[config.mk]
export PLATFORM = sky130hd
export DESIGN_NAME = synth_top
export DESIGN_NICKNAME = d
export VERILOG_FILES = /design/src/logic/audio_pkg.sv /design/src/logic/control_pkg.sv /design/src/logic/frame_timer.sv /design/src/logic/voice_regs.sv /design/src/logic/oscillator.sv /design/src/logic/mixer.sv /design/src/logic/pan.sv /design/src/logic/dac_transmitter.sv /design/src/logic/synth_top.sv
export VERILOG_INCLUDE_DIRS = /design/src
export SDC_FILE = /design/constraint.sdc
export NUM_CORES = 2
export LEC_CHECK = 0
export BUFFER_PORTS_ARGS = -buffer_cell sky130_fd_sc_hd__buf_2
export CAP_MARGIN = 20
export CORE_MARGIN = 8
export CORE_UTILIZATION = 30
export DETAILED_ROUTE_END_ITERATION = 10
export GPL_TIMING_DRIVEN = 1
export PLACE_DENSITY = 0.44
export SLEW_MARGIN = 10
export SYNTH_ARGS = -nofsm -noshare
export SYNTH_HDL_FRONTEND = slang
export SYNTH_SLANG_ARGS = --single-unit
[constraint.sdc]
create_clock -name sys_clk -period 13.1 [get_ports sys_clk]
set_clock_uncertainty 0.05 [all_clocks]
set_input_delay 2.62 -clock sys_clk [delete_from_list [all_inputs] [get_ports sys_clk]]
set_output_delay 2.62 -clock sys_clk [all_outputs]
set_load 0.005 [all_outputs]
[src/synth_macros.svh]
`ifndef SYNTH_MACROS_SVH
`define SYNTH_MACROS_SVH

// Voice engine timing
`define N_VOICES        4     // Time multiplexed voices
`define FRAME_CYCLES    384   // sys_clk cycles per audio sample
`define BIT_HALF_CYCLES 4     // Half period of DAC bit clock
`define SLOT_BITS       24    // Serial bits per channel

// Datapath widths
`define SAMPLE_W        16
`define PHASE_W         24
`define GAIN_W          8     // Velocity, volume, balance
`define MIX_SHIFT       10    // Scale back after master volume

// Register interface
`define REG_ADDR_W      5
`define REG_DATA_W      24
`define ADDR_MASTER_VOL 16
`define ADDR_BALANCE    17

`endif

[src/logic/audio_pkg.sv]
`include "synth_macros.svh"

package audio_pkg;

    // Signed PCM sample as sent to the DAC
    typedef logic signed [`SAMPLE_W-1:0] sample_t;

    // Sum of all voices, guard bits for the voice count
    typedef logic signed [`SAMPLE_W+$clog2(`N_VOICES)-1:0] mix_acc_t;

    typedef logic [`PHASE_W-1:0] phase_t;   // Phase and frequency increment

    // Unsigned gain, 255 is roughly unity
    typedef logic [`GAIN_W-1:0] gain_t;

endpackage

[src/logic/control_pkg.sv]
`include "synth_macros.svh"

package control_pkg;

    // Waveform select, bits 2..1 of the voice control word
    typedef enum logic [1:0] {
        SHAPE_SAW      = 2'd0,
        SHAPE_SQUARE   = 2'd1,
        SHAPE_TRIANGLE = 2'd2,
        SHAPE_MUTE     = 2'd3
    } wave_shape_e;

    typedef logic [`REG_ADDR_W-1:0] reg_addr_t;   // voice*4 + field, or global
    typedef logic [`REG_DATA_W-1:0] reg_data_t;

    // Voice number, also the slot index within a frame
    typedef logic [$clog2(`N_VOICES)-1:0] voice_idx_t;

endpackage

[src/logic/frame_timer.sv]
`timescale 1ns/1ps
`include "synth_macros.svh"

module frame_timer import control_pkg::*; (
    input  logic       sys_clk,
    input  logic       i_reset,
    output logic       o_frame_start,   // Count 0
    output logic       o_slot_valid,    // Counts 0 to N_VOICES-1
    output voice_idx_t o_slot_idx,
    output logic       o_bit_tick       // Every BIT_HALF_CYCLES
);
    localparam int CNT_W  = $clog2(`FRAME_CYCLES);
    localparam int HALF_W = $clog2(`BIT_HALF_CYCLES);
    localparam int IDX_W  = $bits(voice_idx_t);

    logic [CNT_W-1:0] frame_cnt;   // Position within the audio frame

    // Held at 0 in reset so count 0 is the first cycle after release
    always_ff @(posedge sys_clk) begin
        if (i_reset) begin
            frame_cnt <= '0;
        end else if (frame_cnt == CNT_W'(`FRAME_CYCLES - 1)) begin
            frame_cnt <= '0;   // Wrap
        end else begin
            frame_cnt <= frame_cnt + 1'b1;
        end
    end

    // Strobes decoded straight from the count
    assign o_frame_start = (frame_cnt == '0);
    assign o_slot_valid  = (frame_cnt < CNT_W'(`N_VOICES));
    assign o_slot_idx    = frame_cnt[IDX_W-1:0];   // Equals count inside the slots

    // Power of two half period, low bits zero
    assign o_bit_tick = (frame_cnt[HALF_W-1:0] == '0);

endmodule

[src/logic/voice_regs.sv]
`timescale 1ns/1ps
`include "synth_macros.svh"

module voice_regs import audio_pkg::*; import control_pkg::*; (
    input  logic        sys_clk,
    input  logic        i_reset,
    input  logic        i_wr_en,
    input  reg_addr_t   i_wr_addr,
    input  reg_data_t   i_wr_data,
    input  voice_idx_t  i_slot_idx,     // Voice read out this cycle
    output phase_t      o_freq,
    output wave_shape_e o_shape,
    output logic        o_enable,
    output gain_t       o_velocity,
    output gain_t       o_master_vol,
    output gain_t       o_balance,
    output logic        o_restart,      // Control word written with enable set
    output voice_idx_t  o_restart_idx
);
    localparam int IDX_W = $bits(voice_idx_t);

    // Per voice records
    phase_t      freq_q     [`N_VOICES];
    wave_shape_e shape_q    [`N_VOICES];
    logic        enable_q   [`N_VOICES];
    gain_t       velocity_q [`N_VOICES];

    voice_idx_t wr_voice;      // Voice field of the address
    logic [1:0] wr_field;      // 0 freq, 1 control, 2 velocity
    logic       wr_is_voice;   // Address inside the voice block

    assign wr_field    = i_wr_addr[1:0];
    assign wr_voice    = i_wr_addr[2 +: IDX_W];
    assign wr_is_voice = (i_wr_addr < reg_addr_t'(4 * `N_VOICES));

    always_ff @(posedge sys_clk) begin
        if (i_reset) begin
            for (int v = 0; v < `N_VOICES; v++) begin
                freq_q[v]     <= '0;
                shape_q[v]    <= SHAPE_MUTE;
                enable_q[v]   <= 1'b0;
                velocity_q[v] <= '0;
            end
            o_master_vol  <= gain_t'(255);   // Full scale
            o_balance     <= gain_t'(128);   // Centre
            o_restart     <= 1'b0;
            o_restart_idx <= '0;
        end else begin
            o_restart <= 1'b0;   // Single cycle pulse
            if (i_wr_en && wr_is_voice) begin
                case (wr_field)
                    2'd0: freq_q[wr_voice] <= i_wr_data[`PHASE_W-1:0];
                    2'd1: begin
                        enable_q[wr_voice] <= i_wr_data[0];
                        shape_q[wr_voice]  <= wave_shape_e'(i_wr_data[2:1]);
                        o_restart          <= i_wr_data[0];   // Note on restarts phase
                        o_restart_idx      <= wr_voice;
                    end
                    2'd2: velocity_q[wr_voice] <= i_wr_data[`GAIN_W-1:0];
                    default: ;   // Field 3 unmapped
                endcase
            end
            if (i_wr_en && i_wr_addr == reg_addr_t'(`ADDR_MASTER_VOL)) begin
                o_master_vol <= i_wr_data[`GAIN_W-1:0];
            end
            if (i_wr_en && i_wr_addr == reg_addr_t'(`ADDR_BALANCE)) begin
                o_balance <= i_wr_data[`GAIN_W-1:0];
            end
        end
    end

    // Combinational read of the current slot
    assign o_freq     = freq_q[i_slot_idx];
    assign o_shape    = shape_q[i_slot_idx];
    assign o_enable   = enable_q[i_slot_idx];
    assign o_velocity = velocity_q[i_slot_idx];

endmodule

[src/logic/oscillator.sv]
`timescale 1ns/1ps
`include "synth_macros.svh"

module oscillator import audio_pkg::*; import control_pkg::*; (
    input  logic        sys_clk,
    input  logic        i_reset,
    input  logic        i_slot_valid,
    input  voice_idx_t  i_slot_idx,
    input  phase_t      i_freq,
    input  wave_shape_e i_shape,
    input  logic        i_enable,
    input  gain_t       i_velocity,
    input  logic        i_restart,
    input  voice_idx_t  i_restart_idx,
    output sample_t     o_sample,         // One cycle after the slot
    output logic        o_sample_valid,
    output logic        o_sample_last     // Last voice of the frame
);
    localparam int MSB    = `SAMPLE_W - 1;
    localparam int PROD_W = `SAMPLE_W + `GAIN_W + 1;

    phase_t phase_q [`N_VOICES];   // One accumulator per voice
    phase_t cur_phase;             // Phase of the slot voice
    logic [`SAMPLE_W-1:0] u;       // Top bits of the phase
    logic [`SAMPLE_W-1:0] folded;  // Triangle fold, MSB always 0
    sample_t wave;
    logic signed [PROD_W-1:0] scaled;

    assign cur_phase = phase_q[i_slot_idx];
    assign u         = cur_phase[`PHASE_W-1 -: `SAMPLE_W];
    assign folded    = u[MSB] ? ~u : u;

    // Shared waveform stage
    always_comb begin
        wave = '0;
        if (i_enable) begin
            case (i_shape)
                SHAPE_SAW:      wave = {~u[MSB], u[MSB-1:0]};             // Offset binary to signed
                SHAPE_SQUARE:   wave = {u[MSB], {(`SAMPLE_W-1){~u[MSB]}}};   // +max or -max
                SHAPE_TRIANGLE: wave = {~folded[MSB-1], folded[MSB-2:0], 1'b0};
                default:        wave = '0;                                // Mute
            endcase
        end
    end

    // Velocity scaling, gain treated as unsigned
    assign scaled = wave * $signed({1'b0, i_velocity});

    always_ff @(posedge sys_clk) begin
        if (i_reset) begin
            for (int v = 0; v < `N_VOICES; v++) begin
                phase_q[v] <= '0;
            end
            o_sample_valid <= 1'b0;
            o_sample_last  <= 1'b0;
        end else begin
            o_sample_valid <= i_slot_valid;
            o_sample_last  <= i_slot_valid && (i_slot_idx == voice_idx_t'(`N_VOICES - 1));
            if (i_slot_valid && i_enable) begin
                phase_q[i_slot_idx] <= cur_phase + i_freq;   // Advance after use
            end
            // Restart wins over the advance
            if (i_restart) begin
                phase_q[i_restart_idx] <= '0;
            end
        end
    end

    // Sample register, qualified by o_sample_valid
    always_ff @(posedge sys_clk) begin
        if (i_slot_valid) begin
            o_sample <= scaled[`GAIN_W +: `SAMPLE_W];   // >>> GAIN_W
        end
    end

endmodule

[src/logic/mixer.sv]
`timescale 1ns/1ps
`include "synth_macros.svh"

module mixer import audio_pkg::*; (
    input  logic    sys_clk,
    input  logic    i_reset,
    input  logic    i_frame_start,
    input  sample_t i_sample,
    input  logic    i_sample_valid,
    input  logic    i_sample_last,
    input  gain_t   i_master_vol,
    output sample_t o_mix,
    output logic    o_mix_valid     // One cycle after the last voice
);
    localparam int PROD_W = $bits(mix_acc_t) + `GAIN_W + 1;

    mix_acc_t acc_q;                   // Running sum of the frame
    mix_acc_t total;                   // Sum including this sample
    logic signed [PROD_W-1:0] scaled;  // After master volume

    assign total  = acc_q + mix_acc_t'(i_sample);   // Sign extended
    assign scaled = total * $signed({1'b0, i_master_vol});

    always_ff @(posedge sys_clk) begin
        if (i_reset) begin
            acc_q       <= '0;
            o_mix       <= '0;
            o_mix_valid <= 1'b0;
        end else begin
            o_mix_valid <= i_sample_valid && i_sample_last;
            if (i_frame_start) begin
                acc_q <= '0;   // New frame
            end else if (i_sample_valid) begin
                acc_q <= total;
            end
            // Full scale of four voices still fits after the shift
            if (i_sample_valid && i_sample_last) begin
                o_mix <= scaled[`MIX_SHIFT +: `SAMPLE_W];
            end
        end
    end

endmodule

[src/logic/pan.sv]
`timescale 1ns/1ps
`include "synth_macros.svh"

module pan import audio_pkg::*; (
    input  logic    sys_clk,
    input  logic    i_reset,
    input  sample_t i_mix,
    input  logic    i_mix_valid,
    input  gain_t   i_balance,    // 0 full left, 255 full right
    output sample_t o_left,
    output sample_t o_right
);
    localparam int PROD_W = `SAMPLE_W + `GAIN_W + 1;

    gain_t left_gain;
    logic signed [PROD_W-1:0] left_prod;
    logic signed [PROD_W-1:0] right_prod;

    assign left_gain  = ~i_balance;   // 255 - balance
    assign left_prod  = i_mix * $signed({1'b0, left_gain});
    assign right_prod = i_mix * $signed({1'b0, i_balance});

    // Zero until the first mix so the opening frame is silent
    always_ff @(posedge sys_clk) begin
        if (i_reset) begin
            o_left  <= '0;
            o_right <= '0;
        end else if (i_mix_valid) begin
            o_left  <= left_prod[`GAIN_W +: `SAMPLE_W];    // >>> 8
            o_right <= right_prod[`GAIN_W +: `SAMPLE_W];
        end
    end

endmodule

[src/logic/dac_transmitter.sv]
`timescale 1ns/1ps
`include "synth_macros.svh"

module dac_transmitter import audio_pkg::*; (
    input  logic    sys_clk,
    input  logic    i_reset,
    input  logic    i_frame_start,
    input  logic    i_bit_tick,
    input  sample_t i_left,
    input  sample_t i_right,
    output logic    o_bclk,
    output logic    o_lrclk,   // Low left, high right
    output logic    o_sd
);
    localparam int FRAME_BITS = 2 * `SLOT_BITS;
    localparam int PAD_W      = `SLOT_BITS - `SAMPLE_W;
    localparam int CNT_W      = $clog2(FRAME_BITS + 1);

    logic [FRAME_BITS-1:0] shift_q;   // Left slot then right slot
    logic [CNT_W-1:0]      bit_cnt;   // Index of next bit to present
    logic                  fall;      // Tick while bclk is high

    // Even tick count per frame, so count 0 is always a rising edge
    assign fall = i_bit_tick && o_bclk;

    always_ff @(posedge sys_clk) begin
        if (i_reset) begin
            o_bclk  <= 1'b0;
            o_lrclk <= 1'b0;
            o_sd    <= 1'b0;
            bit_cnt <= '0;
        end else begin
            if (i_bit_tick) begin
                o_bclk <= ~o_bclk;
            end
            if (i_frame_start) begin
                bit_cnt <= '0;
            end else if (fall) begin
                // Data and LR change together on the falling edge
                o_sd    <= shift_q[FRAME_BITS-1];
                o_lrclk <= (bit_cnt >= CNT_W'(`SLOT_BITS));
                bit_cnt <= bit_cnt + 1'b1;
            end
        end
    end

    // MSB first, sample padded with zeros to the slot width
    always_ff @(posedge sys_clk) begin
        if (i_frame_start) begin
            shift_q <= {i_left, {PAD_W{1'b0}}, i_right, {PAD_W{1'b0}}};
        end else if (fall) begin
            shift_q <= {shift_q[FRAME_BITS-2:0], 1'b0};
        end
    end

endmodule

[src/logic/synth_top.sv]
`timescale 1ns/1ps
`include "synth_macros.svh"

module synth_top import audio_pkg::*; import control_pkg::*; (
    input  logic      sys_clk,
    input  logic      i_reset,
    input  logic      i_wr_en,
    input  reg_addr_t i_wr_addr,
    input  reg_data_t i_wr_data,
    output logic      o_dac_bclk,
    output logic      o_dac_lrclk,
    output logic      o_dac_sd
);
    // Frame strobes
    logic        frame_start;
    logic        slot_valid;
    voice_idx_t  slot_idx;
    logic        bit_tick;

    // Settings of the slot voice
    phase_t      freq;
    wave_shape_e shape;
    logic        enable;
    gain_t       velocity;
    gain_t       master_vol;
    gain_t       balance;
    logic        restart;
    voice_idx_t  restart_idx;

    // Audio path
    sample_t     sample;
    logic        sample_valid;
    logic        sample_last;
    sample_t     mix;
    logic        mix_valid;
    sample_t     left;
    sample_t     right;

    frame_timer u_frame_timer (
        .sys_clk       (sys_clk),
        .i_reset       (i_reset),
        .o_frame_start (frame_start),
        .o_slot_valid  (slot_valid),
        .o_slot_idx    (slot_idx),
        .o_bit_tick    (bit_tick)
    );

    voice_regs u_voice_regs (
        .sys_clk       (sys_clk),
        .i_reset       (i_reset),
        .i_wr_en       (i_wr_en),
        .i_wr_addr     (i_wr_addr),
        .i_wr_data     (i_wr_data),
        .i_slot_idx    (slot_idx),
        .o_freq        (freq),
        .o_shape       (shape),
        .o_enable      (enable),
        .o_velocity    (velocity),
        .o_master_vol  (master_vol),
        .o_balance     (balance),
        .o_restart     (restart),
        .o_restart_idx (restart_idx)
    );

    oscillator u_oscillator (
        .sys_clk        (sys_clk),
        .i_reset        (i_reset),
        .i_slot_valid   (slot_valid),
        .i_slot_idx     (slot_idx),
        .i_freq         (freq),
        .i_shape        (shape),
        .i_enable       (enable),
        .i_velocity     (velocity),
        .i_restart      (restart),
        .i_restart_idx  (restart_idx),
        .o_sample       (sample),
        .o_sample_valid (sample_valid),
        .o_sample_last  (sample_last)
    );

    mixer u_mixer (
        .sys_clk        (sys_clk),
        .i_reset        (i_reset),
        .i_frame_start  (frame_start),
        .i_sample       (sample),
        .i_sample_valid (sample_valid),
        .i_sample_last  (sample_last),
        .i_master_vol   (master_vol),
        .o_mix          (mix),
        .o_mix_valid    (mix_valid)
    );

    pan u_pan (
        .sys_clk     (sys_clk),
        .i_reset     (i_reset),
        .i_mix       (mix),
        .i_mix_valid (mix_valid),
        .i_balance   (balance),
        .o_left      (left),
        .o_right     (right)
    );

    // Sends the previous frame's pair
    dac_transmitter u_dac_transmitter (
        .sys_clk       (sys_clk),
        .i_reset       (i_reset),
        .i_frame_start (frame_start),
        .i_bit_tick    (bit_tick),
        .i_left        (left),
        .i_right       (right),
        .o_bclk        (o_dac_bclk),
        .o_lrclk       (o_dac_lrclk),
        .o_sd          (o_dac_sd)
    );

endmodule

==> metrics.csv <==
metric,value,unit
Initial Util,30.2,%
Post-Syn Instances,3726,
Pre-Repair DR Iteration Count,5,
initial antenna violation count,4,
PortBufs,34,
"Cell Area, Synth",35700,um^2
Synth Register Bits,398,
gr usage total,14.1,%
post-DR vias/cell,4.70,
CP max FO,9,
CP Capture Type,flip-flop,
CTS tree,built,
die area,130000,um^2
global-route wire length before repair,149,mm
Unique masters post-synth,83,
final setup TNS,0,ns
# Post-CTS Setup Buffers,0,
Root Buffer Master,clkbuf_16,
CP Class,flip-flop to flip-flop,
CP Launch Type,flip-flop,
Max Cap Violations,0,
"delay-heaviest family, CP",adder cells,
FP Rows,126,
RePlAce Congestion,0.777,
synthesis-to-layout area growth,10.1,%
"Hold Violations, Final",0,
detailed-route via count,24786,
"Largest stage delay, worst path",0.55,ns
WL final,90.9,mm
Routed WL per cell,17.2,um
ys async rst share,0,%
Worst Path Arrival,8.18,ns
number of global-route vias before repair,25699,
clock buffer count from CTS,50,
Final setup violation count,0,
post-layout minimum cycle time,7.72,ns
Fmax,130,MHz
largest net degree at the start of global routing,51,
Syn Area/Cell,9.57,um^2
boundary pin count,35,
min-delay worst type,flip-flop to flip-flop,
post-cts resize count,0,
status,"complete, no violations",
fraction of layout instances using a drive strength above 1,7.42,%
number of DRC markers in iteration 0,1328,
Clock Latency Late Sink,0.63,ns
"Max stage delay cell, worst path",fa_1,
Worst Path Buf+Inv,3,
Layout Nets,4353,
H-Tree Depth,2,
aggregate global routing overflow,0,
Syn Nets,4390,
"Reg clk slew, reported paths",0.06,ns
clock sinks,398,
Max Slew Vio Count,0,
Slew @ Worst Pin,1.16,ns
WP data required,13.57,ns
Die Ht,361,um
"EDFF count, synth",188,
Crit path top cell by count,a21oi_1,
FILL cells,12293,
core area,118000,um^2
DR DRC count,0,
Max Root-Sink Buffers,3,
"Warnings, synthesis",0,
dpl hpwl,65.2,mm
Post-CTS Hold Fix Bufs,0,
Max transition margin,22.4,%
sequential area share after synthesis,27.6,%
fin crit share,58.9,%
Final ANT Viol Nets,0,
RSZ-0062 raised after global routing,no,
Synth Flop Type,dfxtp_1,
die width,361,um
[cells in the mapped netlist, types with 73 or more instances]
master | number | area [um^2]
nor2b_1 | 99 | 619
fa_1 | 404 | 8090
a21oi_1 | 170 | 851
dfxtp_1 | 210 | 4200
xnor2_1 | 73 | 639
ha_1 | 228 | 2850
edfxtp_1 | 188 | 5650
nor2_1 | 374 | 1400
nand2_1 | 338 | 1270
and2_1 | 151 | 945
clkbuf_1 | 138 | 518
inv_1 | 595 | 2230
nand2b_1 | 86 | 538
[path summary, 6_finish.rpt]
kind / from / end / slack, ns / depth (start not counted)
setup / recovery: u_oscillator.o_sample[0] / u_mixer.o_mix[12] / 5.38 / 30
hold / removal: u_oscillator.phase_q[3][9] / u_oscillator.phase_q[3][9] / 0.40 / 2
setup reg to reg: u_oscillator.o_sample[0] / u_mixer.o_mix[12] / 5.38 / 30
hold reg to reg: u_oscillator.phase_q[3][9] / u_oscillator.phase_q[3][9] / 0.40 / 2
[cells by family (layout without fill, tap and decap cells)]
family                     Yosys count  in the layout  synth area share (%)
and+or+nand+nor                   1235           1235                  16.7
xor gates and xnor gates           123            123                  3.10
muxes                              133            133                  5.67
buffers and inverters              769            774                  8.23
other                                0              2                     0
DFF                                398            398                  27.6
AOI/OAI and AO/OA                  436            436                  7.99
adders and majority gates          632            632                  30.7
[sequential cells by signal, summed over array words and instances (netlist names)]
signal / cells
u_voice_regs.o_restart: 1
u_dac_transmitter.o_lrclk: 1
u_dac_transmitter.bit_cnt: 6
u_voice_regs.velocity_q: 32
u_mixer.acc_q: 18
u_frame_timer.frame_cnt: 9
u_dac_transmitter.shift_q: 40
u_oscillator.o_sample_valid: 1
u_voice_regs.o_balance: 8
u_oscillator.phase_q: 96
u_voice_regs.enable_q: 4
u_dac_transmitter.o_bclk: 1
u_voice_regs.shape_q: 8
u_pan.o_right: 16
u_oscillator.o_sample: 16
u_voice_regs.freq_q: 96
u_oscillator.o_sample_last: 1
u_dac_transmitter.o_sd: 1
u_mixer.o_mix: 16
u_voice_regs.o_master_vol: 8
u_voice_regs.o_restart_idx: 2
u_pan.o_left: 16
u_mixer.o_mix_valid: 1
[routing by layer]
metal  track usage (%)  share of wire, %  wire (um)  vias up
met1              20.5                50      45000    12439
met4              2.66               1.7       1550        4
met2              22.6                45      40600      346
met3              1.74               4.0       3650       84
li1                  -                 -          -    11913
met5                 0             0.028         25        -
[tightest hold or removal path, cell delays in order (launching register included)]
cell and delay (ns):
dfxtp_1 0.31, nand2_1 0.05, a21oi_1 0.05
[metrics by stage]
stage	area, um^2	utilization (%)	setup WS, ns	hold slack, ns	std cells
CTS	39200	33.3	5.32	0.401	5267
detailed placement	37500	31.8	5.31	0.393	5173
global route	39200	33.3	4.83	0.415	5267
floorplan	35700	-	6.16	0.370	3726
finish	39200	33.3	5.38	0.400	5269
global placement	37500	31.8	5.37	0.388	5173
[cells in the final DEF, fill, tap and decap left out, types with 43 or more instances in the layout]
master,n
nor2b_1,99
xor2_1,47
a22o_1,43
edfxtp_1,188
inv_1,595
dfxtp_1,207
clkbuf_16,53
mux4_2,54
nand2b_1,86
buf_4,51
o21ai_0,52
nand2_1,338
fa_1,404
mux2i_1,70
nand3_1,49
xnor2_1,73
and2_1,151
nor2_1,372
a21oi_1,170
ha_1,228
[cell type report]
type	count	area [um^2]	area share (%)
Antenna cell	2	5.00	0.0128
Clock buffer	64	1400	3.56
Clock inverter	30	347	0.883
Inverter	596	2240	5.70
Multi-Input combinational cell	2559	22900	58.4
Sequential cell	398	9860	25.1
Tap cell	1536	1920	4.90
Timing Repair Buffer	84	548	1.40
Power is not shown: default switching activity piles up to over one toggle a cycle in this logic, so the estimate is an artifact.
